**src/hw/uart_pkg.sv**
```systemverilog
package uart_pkg;

    // 50 MHz at 115200 baud
    localparam int DEFAULT_CLKS_PER_BIT = 434;

    localparam int BYTE_BITS   = 8;
    localparam int FRAME_BYTES = 12; // operands A, B, C
    localparam int WORD_BYTES  = 4;

    typedef logic [BYTE_BITS-1:0]             byte_t;
    typedef logic [WORD_BYTES*BYTE_BITS-1:0]  word_t;
    // byte i sits at bits 8i+7..8i
    typedef logic [FRAME_BYTES*BYTE_BITS-1:0] frame_t;

    typedef enum logic [1:0] {
        RX_IDLE,
        RX_START,
        RX_DATA,
        RX_STOP
    } rx_state_e;

    typedef enum logic [2:0] {
        TX_IDLE,
        TX_START,
        TX_DATA,
        TX_STOP,
        TX_GAP  // one idle bit after each stop
    } tx_state_e;

endpackage

```
**src/hw/baud_timer.sv**
```systemverilog
`timescale 1ns/1ps

module baud_timer import uart_pkg::*; #(
    parameter int clks_per_bit = DEFAULT_CLKS_PER_BIT
) (
    input  logic CLK_I,
    input  logic RSTL_I,
    input  logic restart,
    output logic mid_bit,
    output logic end_bit
);

    localparam int cnt_w = $clog2(clks_per_bit);

    logic [cnt_w-1:0] cnt;

    assign end_bit = (cnt == cnt_w'(clks_per_bit - 1));
    assign mid_bit = (cnt == cnt_w'(clks_per_bit / 2));

    always_ff @(posedge CLK_I or negedge RSTL_I) begin
        if (!RSTL_I) begin
            cnt <= '0;
        end else if (restart || end_bit) begin
            cnt <= '0; // wrap at the bit boundary
        end else begin
            cnt <= cnt + 1'b1;
        end
    end

endmodule

```
**src/hw/uart_byte_rx.sv**
```systemverilog
`timescale 1ns/1ps

module uart_byte_rx import uart_pkg::*; #(
    parameter int clks_per_bit = DEFAULT_CLKS_PER_BIT
) (
    input  logic  CLK_I,
    input  logic  RSTL_I,
    input  logic  uart_rx,
    output logic  byte_valid,
    output byte_t rx_byte
);

    localparam int bit_w = $clog2(BYTE_BITS);

    rx_state_e        state;
    logic             rx_q;
    logic [bit_w-1:0] bit_idx;
    logic             restart;
    logic             mid_bit;

    // timer starts fresh on the falling edge seen in idle
    assign restart = (state == RX_IDLE) && !rx_q;

    baud_timer #(
        .clks_per_bit(clks_per_bit)
    ) i_baud_timer (
        .CLK_I   (CLK_I),
        .RSTL_I  (RSTL_I),
        .restart (restart),
        .mid_bit (mid_bit),
        .end_bit ()
    );

    always_ff @(posedge CLK_I or negedge RSTL_I) begin
        if (!RSTL_I) begin
            rx_q <= 1'b1; // line idles high
        end else begin
            rx_q <= uart_rx;
        end
    end

    always_ff @(posedge CLK_I or negedge RSTL_I) begin
        if (!RSTL_I) begin
            state      <= RX_IDLE;
            bit_idx    <= '0;
            byte_valid <= 1'b0;
        end else begin
            byte_valid <= 1'b0;
            case (state)
                RX_IDLE: begin
                    if (restart) state <= RX_START;
                end
                RX_START: begin
                    if (mid_bit) begin
                        bit_idx <= '0;
                        // glitch if the line is back high already
                        state   <= rx_q ? RX_IDLE : RX_DATA;
                    end
                end
                RX_DATA: begin
                    if (mid_bit) begin
                        if (bit_idx == bit_w'(BYTE_BITS - 1)) begin
                            state <= RX_STOP;
                        end else begin
                            bit_idx <= bit_idx + 1'b1;
                        end
                    end
                end
                RX_STOP: begin
                    if (mid_bit) begin
                        byte_valid <= 1'b1; // stop level not checked
                        state      <= RX_IDLE;
                    end
                end
                default: state <= RX_IDLE;
            endcase
        end
    end

    // lsb first, so shift in from the top
    always_ff @(posedge CLK_I) begin
        if (state == RX_DATA && mid_bit) begin
            rx_byte <= {rx_q, rx_byte[BYTE_BITS-1:1]};
        end
    end

endmodule

```
**src/hw/frame_assembler.sv**
```systemverilog
`timescale 1ns/1ps

module frame_assembler import uart_pkg::*; (
    input  logic   CLK_I,
    input  logic   RSTL_I,
    input  logic   byte_valid,
    input  byte_t  rx_byte,
    output logic   frame_valid,
    output frame_t frame
);

    localparam int cnt_w = $clog2(FRAME_BYTES);

    logic [cnt_w-1:0] byte_count;
    logic             last_byte;
    frame_t           work;
    frame_t           work_next;

    assign last_byte = (byte_count == cnt_w'(FRAME_BYTES - 1));

    always_comb begin
        work_next = work;
        work_next[int'(byte_count) * BYTE_BITS +: BYTE_BITS] = rx_byte;
    end

    always_ff @(posedge CLK_I) begin
        if (byte_valid) work <= work_next;
    end

    always_ff @(posedge CLK_I or negedge RSTL_I) begin
        if (!RSTL_I) begin
            byte_count  <= '0;
            frame_valid <= 1'b0;
            frame       <= '0;
        end else begin
            frame_valid <= byte_valid && last_byte;
            if (byte_valid) begin
                if (last_byte) begin
                    byte_count <= '0;
                    frame      <= work_next; // includes byte 11
                end else begin
                    byte_count <= byte_count + 1'b1;
                end
            end
        end
    end

endmodule

```
**src/hw/uart_word_tx.sv**
```systemverilog
`timescale 1ns/1ps

module uart_word_tx import uart_pkg::*; #(
    parameter int clks_per_bit = DEFAULT_CLKS_PER_BIT
) (
    input  logic  CLK_I,
    input  logic  RSTL_I,
    input  logic  frame_valid,
    input  word_t tx_word,
    output logic  uart_tx
);

    localparam int bit_w  = $clog2(BYTE_BITS);
    localparam int byte_w = $clog2(WORD_BYTES);

    tx_state_e         state;
    word_t             word_q;
    logic [bit_w-1:0]  bit_idx;
    logic [byte_w-1:0] byte_idx;
    logic              restart;
    logic              end_bit;

    // frames arriving while busy are dropped
    assign restart = (state == TX_IDLE) && frame_valid;

    baud_timer #(
        .clks_per_bit(clks_per_bit)
    ) i_baud_timer (
        .CLK_I   (CLK_I),
        .RSTL_I  (RSTL_I),
        .restart (restart),
        .mid_bit (),
        .end_bit (end_bit)
    );

    always_ff @(posedge CLK_I or negedge RSTL_I) begin
        if (!RSTL_I) begin
            state    <= TX_IDLE;
            bit_idx  <= '0;
            byte_idx <= '0;
            uart_tx  <= 1'b1;
        end else begin
            case (state)
                TX_IDLE: begin
                    if (restart) begin
                        byte_idx <= '0;
                        uart_tx  <= 1'b0; // first start bit
                        state    <= TX_START;
                    end
                end
                TX_START: begin
                    if (end_bit) begin
                        bit_idx <= '0;
                        uart_tx <= word_q[0];
                        state   <= TX_DATA;
                    end
                end
                TX_DATA: begin
                    if (end_bit) begin
                        if (bit_idx == bit_w'(BYTE_BITS - 1)) begin
                            uart_tx <= 1'b1;
                            state   <= TX_STOP;
                        end else begin
                            bit_idx <= bit_idx + 1'b1;
                            uart_tx <= word_q[0];
                        end
                    end
                end
                TX_STOP: begin
                    if (end_bit) state <= TX_GAP;
                end
                TX_GAP: begin
                    if (end_bit) begin
                        if (byte_idx == byte_w'(WORD_BYTES - 1)) begin
                            state <= TX_IDLE;
                        end else begin
                            byte_idx <= byte_idx + 1'b1;
                            uart_tx  <= 1'b0;
                            state    <= TX_START;
                        end
                    end
                end
                default: state <= TX_IDLE;
            endcase
        end
    end

    // shifted once per data bit, next byte lands at the bottom
    always_ff @(posedge CLK_I) begin
        if (restart) begin
            word_q <= tx_word;
        end else if (end_bit && (state == TX_START ||
                     (state == TX_DATA && bit_idx != bit_w'(BYTE_BITS - 1)))) begin
            word_q <= {1'b0, word_q[WORD_BYTES*BYTE_BITS-1:1]};
        end
    end

endmodule

```
**src/hw/fp32_uart_echo.sv**
```systemverilog
`timescale 1ns/1ps

module fp32_uart_echo import uart_pkg::*; #(
    parameter int clks_per_bit = DEFAULT_CLKS_PER_BIT
) (
    input  logic                             CLK_I,
    input  logic                             RSTL_I,
    input  logic                             uart_rx,
    output logic                             uart_tx,
    output logic                             rx_frame_valid,
    output logic [FRAME_BYTES*BYTE_BITS-1:0] rx_frame
);

    logic  byte_valid;
    byte_t rx_byte;

    uart_byte_rx #(
        .clks_per_bit(clks_per_bit)
    ) i_uart_byte_rx (
        .CLK_I      (CLK_I),
        .RSTL_I     (RSTL_I),
        .uart_rx    (uart_rx),
        .byte_valid (byte_valid),
        .rx_byte    (rx_byte)
    );

    frame_assembler i_frame_assembler (
        .CLK_I       (CLK_I),
        .RSTL_I      (RSTL_I),
        .byte_valid  (byte_valid),
        .rx_byte     (rx_byte),
        .frame_valid (rx_frame_valid),
        .frame       (rx_frame)
    );

    // operand A goes back out
    uart_word_tx #(
        .clks_per_bit(clks_per_bit)
    ) i_uart_word_tx (
        .CLK_I       (CLK_I),
        .RSTL_I      (RSTL_I),
        .frame_valid (rx_frame_valid),
        .tx_word     (rx_frame[WORD_BYTES*BYTE_BITS-1:0]),
        .uart_tx     (uart_tx)
    );

endmodule

```
**config.mk**
```make
export PLATFORM = sky130hd
export DESIGN_NAME = fp32_uart_echo
export DESIGN_NICKNAME = d
export VERILOG_FILES = /design/src/hw/uart_pkg.sv /design/src/hw/baud_timer.sv /design/src/hw/uart_byte_rx.sv /design/src/hw/frame_assembler.sv /design/src/hw/uart_word_tx.sv /design/src/hw/fp32_uart_echo.sv
export SDC_FILE = /design/constraint.sdc
export NUM_CORES = 1
export LEC_CHECK = 0
export BUFFER_PORTS_ARGS = -buffer_cell sky130_fd_sc_hd__buf_2
export CAP_MARGIN = 10
export CELL_PAD_IN_SITES_DETAIL_PLACEMENT = 1
export CELL_PAD_IN_SITES_GLOBAL_PLACEMENT = 1
export CORE_UTILIZATION = 44
export CTS_BUF_LIST = sky130_fd_sc_hd__clkbuf_8 sky130_fd_sc_hd__clkbuf_16
export CTS_CLUSTER_DIAMETER = 60
export CTS_CLUSTER_SIZE = 28
export DETAILED_ROUTE_END_ITERATION = 8
export GPL_ROUTABILITY_DRIVEN = 1
export GPL_TIMING_DRIVEN = 0
export PLACE_DENSITY_LB_ADDON = 0.1
export SLEW_MARGIN = 15
export SYNTH_ARGS = -nofsm -noshare
export SYNTH_HDL_FRONTEND = slang
export SYNTH_SLANG_ARGS = --single-unit
```
**constraint.sdc**
```tcl
create_clock -name CLK_I -period 4.1 [get_ports CLK_I]
set_clock_uncertainty 0.1 [all_clocks]
set_input_delay 0.205 -clock CLK_I [delete_from_list [all_inputs] [get_ports CLK_I]]
set_output_delay 0.205 -clock CLK_I [all_outputs]
set_load 0.03 [all_outputs]
```
* Yosys cells after proc, flatten, opt, wreduce, memory -nomap -nowiden
Index checks and enable logic that the tools add are counted.
Cells by class: add/subtract/negate cells 7, eq/ne operators 29, shift-type cells 2, mux-type cells 42, reduce and logical (&&, ||, !) cells 24
Operator list (count):
- $bwmux W96 | 1
- $shift A8 B33 Y96 const A | 1
- $shiftx A8 B33 Y96 | 1
- $mux W32 | 2
- $mux W3 | 12
- $neg A7 Y33 | 1
- $add A9 B1 Y9 const B | 2
- $eq A9 B9 Y1 const B | 2
- $mux W2 | 9
- $mux W9 | 2
- $ne A2 B1 Y1 const B | 9
- $pmux W3 S5 | 1
- $pmux W3 S2 | 2
- $reduce_and A4 Y1 | 3
- $reduce_and A6 Y1 | 2
- $ne A2 B2 Y1 const B | 5
- $eq A3 B3 Y1 const B | 3
- $eq A9 B8 Y1 const B | 1
- $mux W1 | 9
- $pmux W2 S4 | 1
- $reduce_bool A2 Y1 | 4
- $add A3 B1 Y3 const B | 2
- $eq A2 B2 Y1 const B | 3
- $eq A3 B2 Y1 const B | 2
- other kinds (17) | 24
Storage, ports and cells: register bits after elaboration 271, bits of input ports 3, output and inout port bits 98, word-level logic and storage cells 120

* Depth between registers and ports, before layout
Gate-level depths: netlist of run 1.
depth after elaboration 6, depth in mapped cells 10, gate-level depth less buffers 6

* Modules after synthesis
A second synthesis of run 1 with hierarchy kept.
Second synthesis, totals: cell total of the unflattened synthesis 1120, area total of the unflattened synthesis 12441.9 µm²
By module, submodules not included:
- frame_assembler | times used 1, cells an instance 852, area each 8921.1 µm², seq. area each 5410.2 µm²
- uart_word_tx | times used 1, cells an instance 124, area each 1923.1 µm², seq. area each 1187.4 µm²
- baud_timer | times used 2, cells an instance 53, area each 506.7 µm², seq. area each 225.2 µm²
- uart_byte_rx | times used 1, cells an instance 38, area each 584.3 µm², seq. area each 416.6 µm²

* Worst setup path after synthesis of run 1
OpenSTA, ideal clock, no wires.
path type register -> register, start point register i_uart_byte_rx.byte_valid, end point register i_frame_assembler.frame[32], setup time 125 ps, arrival time 3739 ps, data required time 3875 ps, slack 136 ps, cell stages (with the launch flop) 7, path buffers 3, period minus slack after synthesis 3964 ps, cells stage by stage dfrtp_1 > clkbuf_1 > nand3_1 > inv_2 > clkbuf_1 > buf_2 > mux2_2
On the way: cells in the longest elaborated chain, start to end 1
RTL lines:
- from (decl) | RTL line uart_byte_rx.sv:9 | output logic byte_valid,
- from (signal assigned) | RTL line uart_byte_rx.sv:46 | byte_valid <= 1'b0;
- from (signal assigned) | RTL line uart_byte_rx.sv:48 | byte_valid <= 1'b0;
- from (signal assigned) | RTL line uart_byte_rx.sv:71 | byte_valid <= 1'b1;
- $reduce_and A2 Y1 (no line)
- to (signal assigned) | RTL line frame_assembler.sv:40 | frame <= work_next;
- to (decl) | RTL line frame_assembler.sv:9 | output frame_t frame
Every way passes these cells. A chain may end at the register's enable or synchronous reset.

* Worst setup path after layout of run 1
start point register i_uart_byte_rx.byte_valid, end point register i_frame_assembler.frame[34]
Same word-level chain as after synthesis.

==> results of run 1 <==
[worst register-to-register path, cell delays in order, from the launching register on]
cell	delay, ns
sky130_fd_sc_hd__dfrtp_4	0.83
sky130_fd_sc_hd__buf_16	0.37
sky130_fd_sc_hd__clkbuf_1	0.32
sky130_fd_sc_hd__nand3_1	0.43
sky130_fd_sc_hd__inv_2	0.24
sky130_fd_sc_hd__clkbuf_1	0.47
sky130_fd_sc_hd__buf_2	0.41
sky130_fd_sc_hd__mux2_2	0.37
[state kept, by name (all words and copies together) (netlist names), 3 cells and up, named ones only]
name	cells
i_uart_word_tx.bit_idx	3
i_uart_word_tx.word_q	32
i_uart_byte_rx.bit_idx	3
i_uart_word_tx.i_baud_timer.cnt	9
i_frame_assembler.byte_count	4
i_uart_word_tx.state	3
i_frame_assembler.work	96
i_uart_byte_rx.rx_byte	8
i_frame_assembler.frame	96
i_uart_byte_rx.i_baud_timer.cnt	9
[kinds of logic (layout without fill, tap and decap cells)]
kind of cell	Yosys count	count (layout)	synth area share, %
fa+ha+maj	12	12	1.27
other cells	0	1	0
mux	167	167	16.8
xor+xnor	18	18	1.34
buf+inv	62	215	2.69
simple gates	236	236	9.40
compound gates	92	92	5.29
flops	271	271	63.2
[cell usage in the layout, fill, tap and decap left out, drive strengths merged, types with 16 or more instances in the layout]
cell type / instances
nand3: 24
edfxtp: 136
buf: 128
a221o: 16
clkbuf: 53
nand2: 110
dfrtp: 133
inv: 20
nor2: 41
a21oi: 21
mux2: 167
o21ai: 28
[cell usage after synthesis (all sizes together), types with 2 or more instances]
cell type	instances
o22ai	2
nor2b	3
inv	10
mux2	167
o21ai	28
xor2	7
a221o	16
a31oi	8
nand2	110
edfxtp	136
a21o	2
nor2	41
a22o	6
nor3	9
dfstp	2
nand3b	2
a21oi	21
dfrtp	133
nand3	24
clkbuf	26
xnor2	11
buf	26
nor4	3
or3	8
nand4	4
nor3b	2
and2	15
o41ai	2
ha	12
nand2b	5
[area by class of cell]
| class | count | area, µm² | area share [%] |
|---|---|---|---|
| timing repair buffer | 104 | 586 | 4.26 |
| buffer | 52 | 280 | 2.04 |
| tap | 335 | 419 | 3.05 |
| antenna | 1 | 2.50 | 0.0182 |
| clock inverter | 22 | 244 | 1.78 |
| sequential | 271 | 7470 | 54.4 |
| clock buffer | 27 | 676 | 4.92 |
| multi-input combinational | 525 | 4030 | 29.3 |
| inverter | 10 | 37.5 | 0.273 |
[worst paths after layout]
| kind | from | to | slack, ns | cells past startpoint |
|---|---|---|---|---|
| setup reg to reg | i_uart_byte_rx.byte_valid$_DFF_PN0_ | i_frame_assembler.frame[34]$_DFFE_PN0P_ | 0.43 | 7 |
| hold reg to reg | i_frame_assembler.work[2]$_DFFE_PP_ | i_frame_assembler.frame[2]$_DFFE_PN0P_ | 0.38 | 2 |
| min in group CLK_I | uart_rx | i_uart_byte_rx.rx_q$_DFF_PN1_ | 0.21 | 2 |
| setup / recovery | i_uart_byte_rx.byte_valid$_DFF_PN0_ | i_frame_assembler.frame[34]$_DFFE_PN0P_ | 0.43 | 7 |
| hold / removal | RSTL_I | i_frame_assembler.frame[61]$_DFFE_PN0P_ | 0.11 | 2 |
| max in group asynchronous | RSTL_I | i_uart_byte_rx.rx_q$_DFF_PN1_ | 3.01 | 3 |
[timing repair]
item,4_1_cts,5_1_grt
hold endpoints to repair,75,0
setup buffers,0,0
hold buffers,2,0
[routing by layer]
layer	up-vias	wire (µm)
met5	-	0
met4	0	537
met3	37	900
met2	106	13000
met1	3675	12600
li1	3394	-
[stage by stage]
stage / setup slack [ns] / util (%) / hold slack [ns]
2_1_floorplan: 0.136 / - / -0.191
3_3_place_gp: -1.76 / 48.5 / 0.211
3_5_place_dp: 0.404 / 48.8 / 0.0938
4_1_cts: 0.365 / 52.4 / 0.121
5_1_grt: 0.186 / 52.4 / 0.160
6_report: 0.434 / 52.4 / 0.113
[report_power, final]
part	switching [mW]	leakage [nW]	total, mW	internal, mW
Sequential	0.0364	2.66	2.91	2.87
Clock	1.20	0.449	2.53	1.34
Combinational	0.0715	2.32	0.117	0.0455
Total	1.30	5.43	5.55	4.25
==> out/summary.txt, run 1 <==
================================================================================
Result of the run                                                   finished with violations
Violated checks                                                              DRC
Clock network latency to the later pin of the worst-skew pair            0.55 ns
Final number of hold-violating endpoints                                       0
Met2 track utilization from global routing                                 33.5%
Synthesized netlist cell count                                               858
Post-synthesis async set-or-reset flop share                               49.8%
Top Ports                                                                    101
Remaining antenna violation count                                              0
Synth Net Count                                                              873
Met1 global-route usage                                                    28.1%
Total routing usage reported by global routing                             20.2%
Cells along the critical path                                       buf_16 -> clkbuf_1 -> nand3_1 -> inv_2 -> clkbuf_1 -> buf_2 -> mux2_2
Required time of the critical path                                       4.43 ns
Final design area excluding fillers                                    13700 µm²
Synth area leaders                                                  sky130_fd_sc_hd__edfxtp_1 (35%), sky130_fd_sc_hd__dfrtp_1 (28%), sky130_fd_sc_hd__mux2_2 (13%), sky130_fd_sc_hd__nand2_1 (3.5%), sky130_fd_sc_hd__mux2_4 (3.3%)
Maximum clock frequency                                                  273 MHz
Number of detailed-routing iterations run before antenna repair                8
Net total in the final layout                                               1006
Area post-placement                                                    12800 µm²
Crit-path most repeated cell                                        sky130_fd_sc_hd__clkbuf_1
Post-DR wirelength/cell                                                  20.0 µm
Clock Pin Slew Worst Setup and Hold Paths                                0.07 ns
Number of antenna violations at the first check in global routing              0
Number of slew-limit violations in the final report                            0
PD cells                                                              404 nW/µm²
Share of post-route cells with drive strength above 1                      34.7%
Leakage power figure                                                     5.43 nW
Via count of the first global-routing pass                                  7553
Startpoint type of the worst setup path                                     flop
Synthesized area                                                       11800 µm²
IR Drop Worst-Case VDD                                                  0.310 mV
Global routing met3 resource utilization                                   2.91%
Synth cell types                                                              57
Slowest stage cell on the critical path                             sky130_fd_sc_hd__dfrtp_4
CTS tree                                                                     yes
Final Critical Period                                                    3.67 ns
Area of the die                                                        27500 µm²
Total gr overflow                                                              0
Area of the core                                                       26200 µm²
Type of the most critical hold path                                 input pin to async pin
Number of rows in the core area                                               59
Final weighted congestion of routability-driven global placement           0.774
Maximum fanout encountered on the critical timing path                        56
Per-cell via count in the routed design                                     5.35
Max_cap viols                                                                  0
Post-route total power                                                   5.55 mW
Clock tree sinks                                                             271
RSZ-0062 raised after global routing                                          no
Initial DRC count                                                            368
Top cell type's share of synthesized area                                  34.6%
Setup violations, final                                                        0
Number of H-tree branching levels                                              1
Setup total negative slack                                                  0 ns
Global-route wire length before repair                                  43400 µm
Fraction of the yosys area taken by sequential cells                       63.2%
Synthesis-stage register bit count                                           271
Drt drc                                                                       10
Buffer cell driving the clock tree root                             sky130_fd_sc_hd__clkbuf_16
Resized Gates After CTS                                                        0
Crit. End Element                                                           flop
Relative slew slack                                                        31.1%
Number of placed instances, taps included                                   1295
Warning count from the yosys run                                               0
Layout-stage area growth over the synthesis result                         16.4%
Final WL                                                                27000 µm
Share of the clock period used by the worst path                           89.4%
Worst endpoint data arrival time                                         3.99 ns
Starting density of the core                                               45.0%
Synth Flop Type                                                     sky130_fd_sc_hd__edfxtp_1
CP bufs+invs                                                                   5
Slew at the pin with the worst max-slew slack                            1.03 ns
Fill cell instance count of the final layout                                2627
Largest stage delay on the critical path                                 0.83 ns
Number of synthesized flops with an enable pin                               136
Per-instance average area after synthesis                               13.8 µm²
Number of input and output port buffers inserted                             100
Number of buffers on the longest clock path                                    3
Crit-path leading delay family                                      buffers and inverters
Chip Height                                                               166 µm
Non-filler instance count after layout                                      1347
CTS buffer count                                                              27
Setup Crit Path Kind                                                flop to flop
Area leader, netlist                                                sky130_fd_sc_hd__edfxtp_1
Busiest metal layer after global routing                                    met2
Post-detail-place hpwl                                                  17800 µm
Via count                                                                   7212
Pin count of the biggest net entering global routing                          75
Die Width                                                                 166 µm
================================================================================
(Power assumes the default switching activity.)
==> run 2, diff against run 1 <==
--- a/config.mk
+++ b/config.mk
@@ -15,9 +15,9 @@
 export CTS_CLUSTER_SIZE = 28
 export DETAILED_ROUTE_END_ITERATION = 8
 export GPL_ROUTABILITY_DRIVEN = 1
-export GPL_TIMING_DRIVEN = 0
 export PLACE_DENSITY_LB_ADDON = 0.1
 export SLEW_MARGIN = 15
 export SYNTH_ARGS = -nofsm -noshare
 export SYNTH_HDL_FRONTEND = slang
 export SYNTH_SLANG_ARGS = --single-unit
+export TNS_END_PERCENT = 20
==> run 2 against run 1 <==
Against the previous run: the run still ends with DRC left; total power up 0.29%; highest routed layer unchanged; count of clock-buffer cells in the layout stayed put; critical path type unchanged; clock power about the same; critical endpoint is now i_frame_assembler.work[53]$_DFFE_PP_.
==> out/summary.txt, run 2 (same netlist as run 1, synthesis figures left out) <==
================================================================================
Result of the run                                                   finished with violations
Violated checks                                                              DRC
Cells along the critical path                                       inv_1 -> ha_1 -> nor3b_1 -> and2_1 -> and2_1 -> mux2_2
Number of buffers on the longest clock path                                    3
Slowest stage cell on the critical path                             sky130_fd_sc_hd__and2_1
Crit. End Element                                                           flop
Total routing usage reported by global routing                             20.2%
Pin count of the biggest net entering global routing                         107
Total gr overflow                                                              0
Area of the die                                                        27500 µm²
Setup violations, final                                                        0
Switching fraction of total power                                          24.2%
Required time of the critical path                                       4.30 ns
Per-cell via count in the routed design                                     5.49
Buffer cell driving the clock tree root                             sky130_fd_sc_hd__clkbuf_16
Top Ports                                                                    101
RSZ-0062 raised after global routing                                          no
Internal power summed over all cells                                     4.22 mW
Maximum fanout encountered on the critical timing path                        16
Worst endpoint data arrival time                                         3.42 ns
Leakage power figure                                                     5.29 nW
PD cells                                                              413 nW/µm²
Starting density of the core                                               45.0%
Post-route total power                                                   5.57 mW
Area of the core                                                       26200 µm²
Share of the clock period used by the worst path                           78.7%
Antenna Diode Count                                                            0
Setup total negative slack                                                  0 ns
Number of slew-limit violations in the final report                            0
Initial DRC count                                                            427
Area post-placement                                                    12500 µm²
Final Critical Period                                                    3.22 ns
Final number of hold-violating endpoints                                       0
Non-filler instance count after layout                                      1301
R2R depth                                                                      6
Layout-stage area growth over the synthesis result                         14.3%
Type of the most critical hold path                                 input pin to flop
Largest registers                                                   i_frame_assembler.frame (96), i_frame_assembler.work (96), i_uart_word_tx.word_q (32)
Number of detailed-routing iterations run before antenna repair                9
Largest stage delay on the critical path                                 0.60 ns
Final weighted congestion of routability-driven global placement           0.782
Slew at the pin with the worst max-slew slack                            1.04 ns
Clock tree sinks                                                             271
Chip Height                                                               166 µm
Commonest non-fill, non-tap cell in the layout                      sky130_fd_sc_hd__mux2_2
Drt drc                                                                        5
Share of post-route cells with drive strength above 1                      34.7%
Setup Crit Path Kind                                                flop to flop
Number of antenna violations at the first check in global routing              0
Hold depth                                                                     2
CTS buffer count                                                              27
Via count                                                                   7139
Post-detail-place hpwl                                                  17300 µm
Maximum clock frequency                                                  310 MHz
Number of H-tree branching levels                                              1
Clock group share of total power                                           45.8%
Most frequent cells in the layout                                   sky130_fd_sc_hd__mux2_2 (139), sky130_fd_sc_hd__edfxtp_1 (136), sky130_fd_sc_hd__dfrtp_1 (132)
Relative slew slack                                                        30.5%
Final design area excluding fillers                                    13500 µm²
Die Width                                                                 166 µm
CTS tree                                                                     yes
Final WL                                                                26700 µm
Remaining antenna violation count                                              0
Resized Gates After CTS                                                        0
Sequential cell fraction of total power                                    52.2%
Number of input and output port buffers inserted                             100
Via count of the first global-routing pass                                  7817
Clock network latency to the later pin of the worst-skew pair            0.54 ns
Global-route wire length before repair                                  44200 µm
Relative contribution of combinational cells to total power                 2.1%
Startpoint type of the worst setup path                                     flop
Switch Pwr                                                               1.35 mW
Post-DR wirelength/cell                                                  20.6 µm
Net total in the final layout                                                960
Number of placed instances, taps included                                   1249
Clock Pin Slew Worst Setup and Hold Paths                                0.08 ns
Crit-path most repeated cell                                        sky130_fd_sc_hd__and2_1
Max_cap viols                                                                  0
Number of rows in the core area                                               59
IR Drop Worst-Case VDD                                                  0.242 mV
================================================================================
run 2: worst max-delay path: cells and delay by family, from the launching register on:
kind                       cells  cell delay, ns
DFF                            1            0.51
adders and majority gates      1            0.43
buffers and inverters          1            0.13
muxes                          1            0.41
and+or+nand+nor                3            1.39
run 2: metal layers:
metal / vias up / GRT usage, % / share of wire [%]
met2: 108 / 35.7 / 51
met1: 3705 / 26.0 / 43
met3: 35 / 2.98 / 3.9
li1: 3291 / - / -
met5: - / 0 / 0
met4: 0 / 5.00 / 2.0
run 2: final cells by class:
cell class | count | area, µm²
timing repair buffer | 110 | 599
clock inverter | 23 | 267
multi-input combinational | 525 | 4020
inverter | 10 | 40.0
clock buffer | 27 | 676
fill | 2622 | 12700
tap | 335 | 419
sequential | 271 | 7470
run 2: what timing repair did:
item                                    4_1_cts  5_1_grt
endpoints found under the setup margin        0        0
buffers inserted                              0        0
hold endpoints to repair                    104        0
hold buffers                                  2        0
run 2: final timing paths:
path,start,endpoint,slack (ns)
worst min register to register,i_frame_assembler.work[4]$_DFFE_PP_,i_frame_assembler.frame[4]$_DFFE_PN0P_,0.38
worst min-delay path,uart_rx,i_uart_byte_rx.rx_q$_DFF_PN1_,0.22
max in group asynchronous,RSTL_I,i_frame_assembler.frame[15]$_DFFE_PN0P_,2.56
worst max-delay path,i_frame_assembler.byte_count[0]$_DFFE_PN0P_,i_frame_assembler.work[53]$_DFFE_PP_,0.88
min in group asynchronous,RSTL_I,i_frame_assembler.frame[86]$_DFFE_PN0P_,0.26
worst max register to register,i_frame_assembler.byte_count[0]$_DFFE_PN0P_,i_frame_assembler.work[53]$_DFFE_PP_,0.88
run 2: power groups by stage:
stage	clock network [mW]	registers (mW)	logic (mW)
floorplan	0	2.95	0.0695
global placement	0	2.96	0.107
detailed placement	0	2.96	0.116
CTS	2.63	2.91	0.118
global route	2.73	2.91	0.136
finish	2.55	2.91	0.115
run 2: metrics by stage:
step / hold WS (ns) / util, % / setup WS [ns]
2_1_floorplan: -0.191 / - / 0.136
3_3_place_gp: 0.224 / 47.8 / 1.10
3_5_place_dp: 0.226 / 47.8 / 0.916
4_1_cts: 0.184 / 51.5 / 0.881
5_1_grt: 0.198 / 51.5 / 0.635
6_report: 0.222 / 51.5 / 0.875
==> run 3, diff against run 2 <==
==> constraint.sdc (replaced) <==
create_clock -name CLK_I -period 3.3 [get_ports CLK_I]
set_clock_uncertainty 0.1 [all_clocks]
set_input_delay 0.165 -clock CLK_I [delete_from_list [all_inputs] [get_ports CLK_I]]
set_output_delay 0.165 -clock CLK_I [all_outputs]
set_load 0.03 [all_outputs]
==> run 3 against run 2 <==
Against the previous run: the run still ends with DRC left; worst hold slack got worse by 0.020 ns; sequential power is 24% higher; non-clock buffer count increased by 9; setup slack worse by 0.64 ns; count of clock-buffer cells in the layout decreased by 4; maximum frequency grew 5.1%; global-route usage decreased by 0.26 points; first-iteration DRC count fell by 2.1%; die area stayed put; largest power group unchanged.
==> out/summary.txt, run 3 (same netlist as run 1, synthesis figures left out) <==
================================================================================
Result of the run                                                   finished with violations
Violated checks                                                              DRC
Share of the clock period used by the worst path                           93.0%
Crit. End Element                                                           flop
RSZ-0062 raised after global routing                                          no
Remaining antenna violation count                                              0
Number of input and output port buffers inserted                             100
Number of placed instances, taps included                                   1258
Worst Setup Slack post-DPL                                              0.300 ns
Layout-stage area growth over the synthesis result                         13.6%
Slew at the pin with the worst max-slew slack                           0.981 ns
Multi-input logic area                                                  4020 µm²
Non-filler instance count after layout                                      1300
Share of post-route cells with drive strength above 1                      34.6%
Required time of the critical path                                       3.45 ns
Pin count of the biggest net entering global routing                          84
Sequential cell area in the final layout                                7470 µm²
IR Drop Worst-Case VDD                                                  0.322 mV
Area of the die                                                        27500 µm²
Final worst-path setup slack                                            0.232 ns
Number of detailed-routing iterations run before antenna repair                8
CTS buffer count                                                              22
Max_cap viols                                                                  0
Final WL                                                                26500 µm
Antenna Diode Count                                                            0
Net total in the final layout                                                964
Number of rows in the core area                                               59
Largest registers                                                   i_frame_assembler.frame (96), i_frame_assembler.work (96), i_uart_word_tx.word_q (32)
Worst endpoint data arrival time                                         3.22 ns
Total gr overflow                                                              0
Commonest non-fill, non-tap cell in the layout                      sky130_fd_sc_hd__mux2_2
Clock Pin Slew Worst Setup and Hold Paths                                0.08 ns
Maximum fanout encountered on the critical timing path                         9
Number of buffers on the longest clock path                                    3
Post-route total power                                                   6.59 mW
CTS tree                                                                     yes
Clock tree sinks                                                             271
Area of the core                                                       26200 µm²
Maximum clock frequency                                                  326 MHz
Total routing usage reported by global routing                             19.9%
Final number of hold-violating endpoints                                       0
Fill cell instance count of the final layout                                2622
Final weighted congestion of routability-driven global placement           0.766
Final Critical Period                                                    3.07 ns
Type of the most critical hold path                                 input pin to async pin
Final design area excluding fillers                                    13400 µm²
Hold slack final                                                        0.203 ns
Setup total negative slack                                                  0 ns
Most frequent cells in the layout                                   sky130_fd_sc_hd__mux2_2 (139), sky130_fd_sc_hd__edfxtp_1 (136), sky130_fd_sc_hd__dfrtp_1 (132)
Number of H-tree branching levels                                              1
Startpoint type of the worst setup path                                     flop
Leakage power figure                                                     5.27 nW
Setup violations, final                                                        0
Resized Gates After CTS                                                        0
Post-detail-place hpwl                                                  17700 µm
Drt drc                                                                       11
Per-cell via count in the routed design                                     5.42
Via count of the first global-routing pass                                  7630
Global-route wire length before repair                                  43500 µm
Starting density of the core                                               45.0%
Die Width                                                                 166 µm
Top Ports                                                                    101
Chip Height                                                               166 µm
Via count                                                                   7048
Area post-placement                                                    12600 µm²
Setup Crit Path Kind                                                flop to flop
Buffer cell driving the clock tree root                             sky130_fd_sc_hd__clkbuf_16
Clock network latency to the later pin of the worst-skew pair            0.51 ns
PD cells                                                              491 nW/µm²
Post-DR wirelength/cell                                                  20.4 µm
Relative slew slack                                                        34.6%
Post-Route Utilization                                                     51.2%
Number of slew-limit violations in the final report                            0
Initial DRC count                                                            418
Number of antenna violations at the first check in global routing              0
================================================================================
run 3: cell types whose count changed in the layout (fill, tap and decap cells not counted):
cell	previous run	this run
sky130_fd_sc_hd__inv_6	4	3
sky130_fd_sc_hd__clkinv_4	2	4
sky130_fd_sc_hd__inv_8	5	2
sky130_fd_sc_hd__clkinv_1	0	1
sky130_fd_sc_hd__inv_16	1	0
sky130_fd_sc_hd__buf_4	7	16
sky130_fd_sc_hd__bufinv_16	0	2
sky130_fd_sc_hd__inv_1	10	9
sky130_fd_sc_hd__clkinv_8	6	4
sky130_fd_sc_hd__clkbuf_16	27	23
sky130_fd_sc_hd__inv_12	1	0
sky130_fd_sc_hd__clkinvlp_4	2	0
run 3: worst paths after layout:
kind / from / to / slack [ns] / depth (start not counted)
setup / recovery: i_frame_assembler.byte_count[0]$_DFFE_PN0P_ / i_frame_assembler.work[52]$_DFFE_PP_ / 0.23 / 6
hold / removal: RSTL_I / i_frame_assembler.frame[61]$_DFFE_PN0P_ / 0.20 / 2
min in group CLK_I: uart_rx / i_uart_byte_rx.rx_q$_DFF_PN1_ / 0.20 / 2
setup reg to reg: i_frame_assembler.byte_count[0]$_DFFE_PN0P_ / i_frame_assembler.work[52]$_DFFE_PP_ / 0.23 / 6
hold reg to reg: i_frame_assembler.work[6]$_DFFE_PP_ / i_frame_assembler.frame[6]$_DFFE_PN0P_ / 0.38 / 2
max in group asynchronous: RSTL_I / i_uart_word_tx.uart_tx$_DFFE_PN1P_ / 2.00 / 3
run 3: repair_timing:
action                                 4_1_cts  5_1_grt
hold buffers                                 2        0
endpoints found under the hold margin       81        0
buffers inserted                             0        0
run 3: power by group:
group	total (mW)	switching (mW)	internal, mW
clock	2.83	1.33	1.50
combinational	0.145	0.0892	0.0554
sequential	3.61	0.0468	3.56
total	6.59	1.47	5.12
run 3: per-layer routing:
| layer | routed length (µm) | track usage, % | vias to the layer above | part of all wire (%) |
|---|---|---|---|---|
| met4 | 579 | 4.92 | 0 | 2.2 |
| met1 | 11700 | 26.2 | 3607 | 44 |
| li1 | - | - | 3294 | - |
| met2 | 13300 | 34.7 | 112 | 50 |
| met3 | 855 | 2.74 | 35 | 3.2 |
| met5 | 0 | 0 | - | 0 |
run 3: layout make-up:
type / count / share of cell area, %
sequential: 271 / 55.7
clock inverter: 17 / 1.62
tap: 335 / 3.13
multi-input combinational: 525 / 30.0
inverter: 10 / 0.299
clock buffer: 23 / 4.29
timing repair buffer: 119 / 4.97
run 3: worst max-delay path, cell delays in order (launching register included):
cell,delay (ns)
sky130_fd_sc_hd__dfrtp_1,0.50
sky130_fd_sc_hd__inv_1,0.13
sky130_fd_sc_hd__ha_1,0.41
sky130_fd_sc_hd__nor3b_1,0.48
sky130_fd_sc_hd__and2_1,0.38
sky130_fd_sc_hd__and2_1,0.42
sky130_fd_sc_hd__mux2_2,0.39
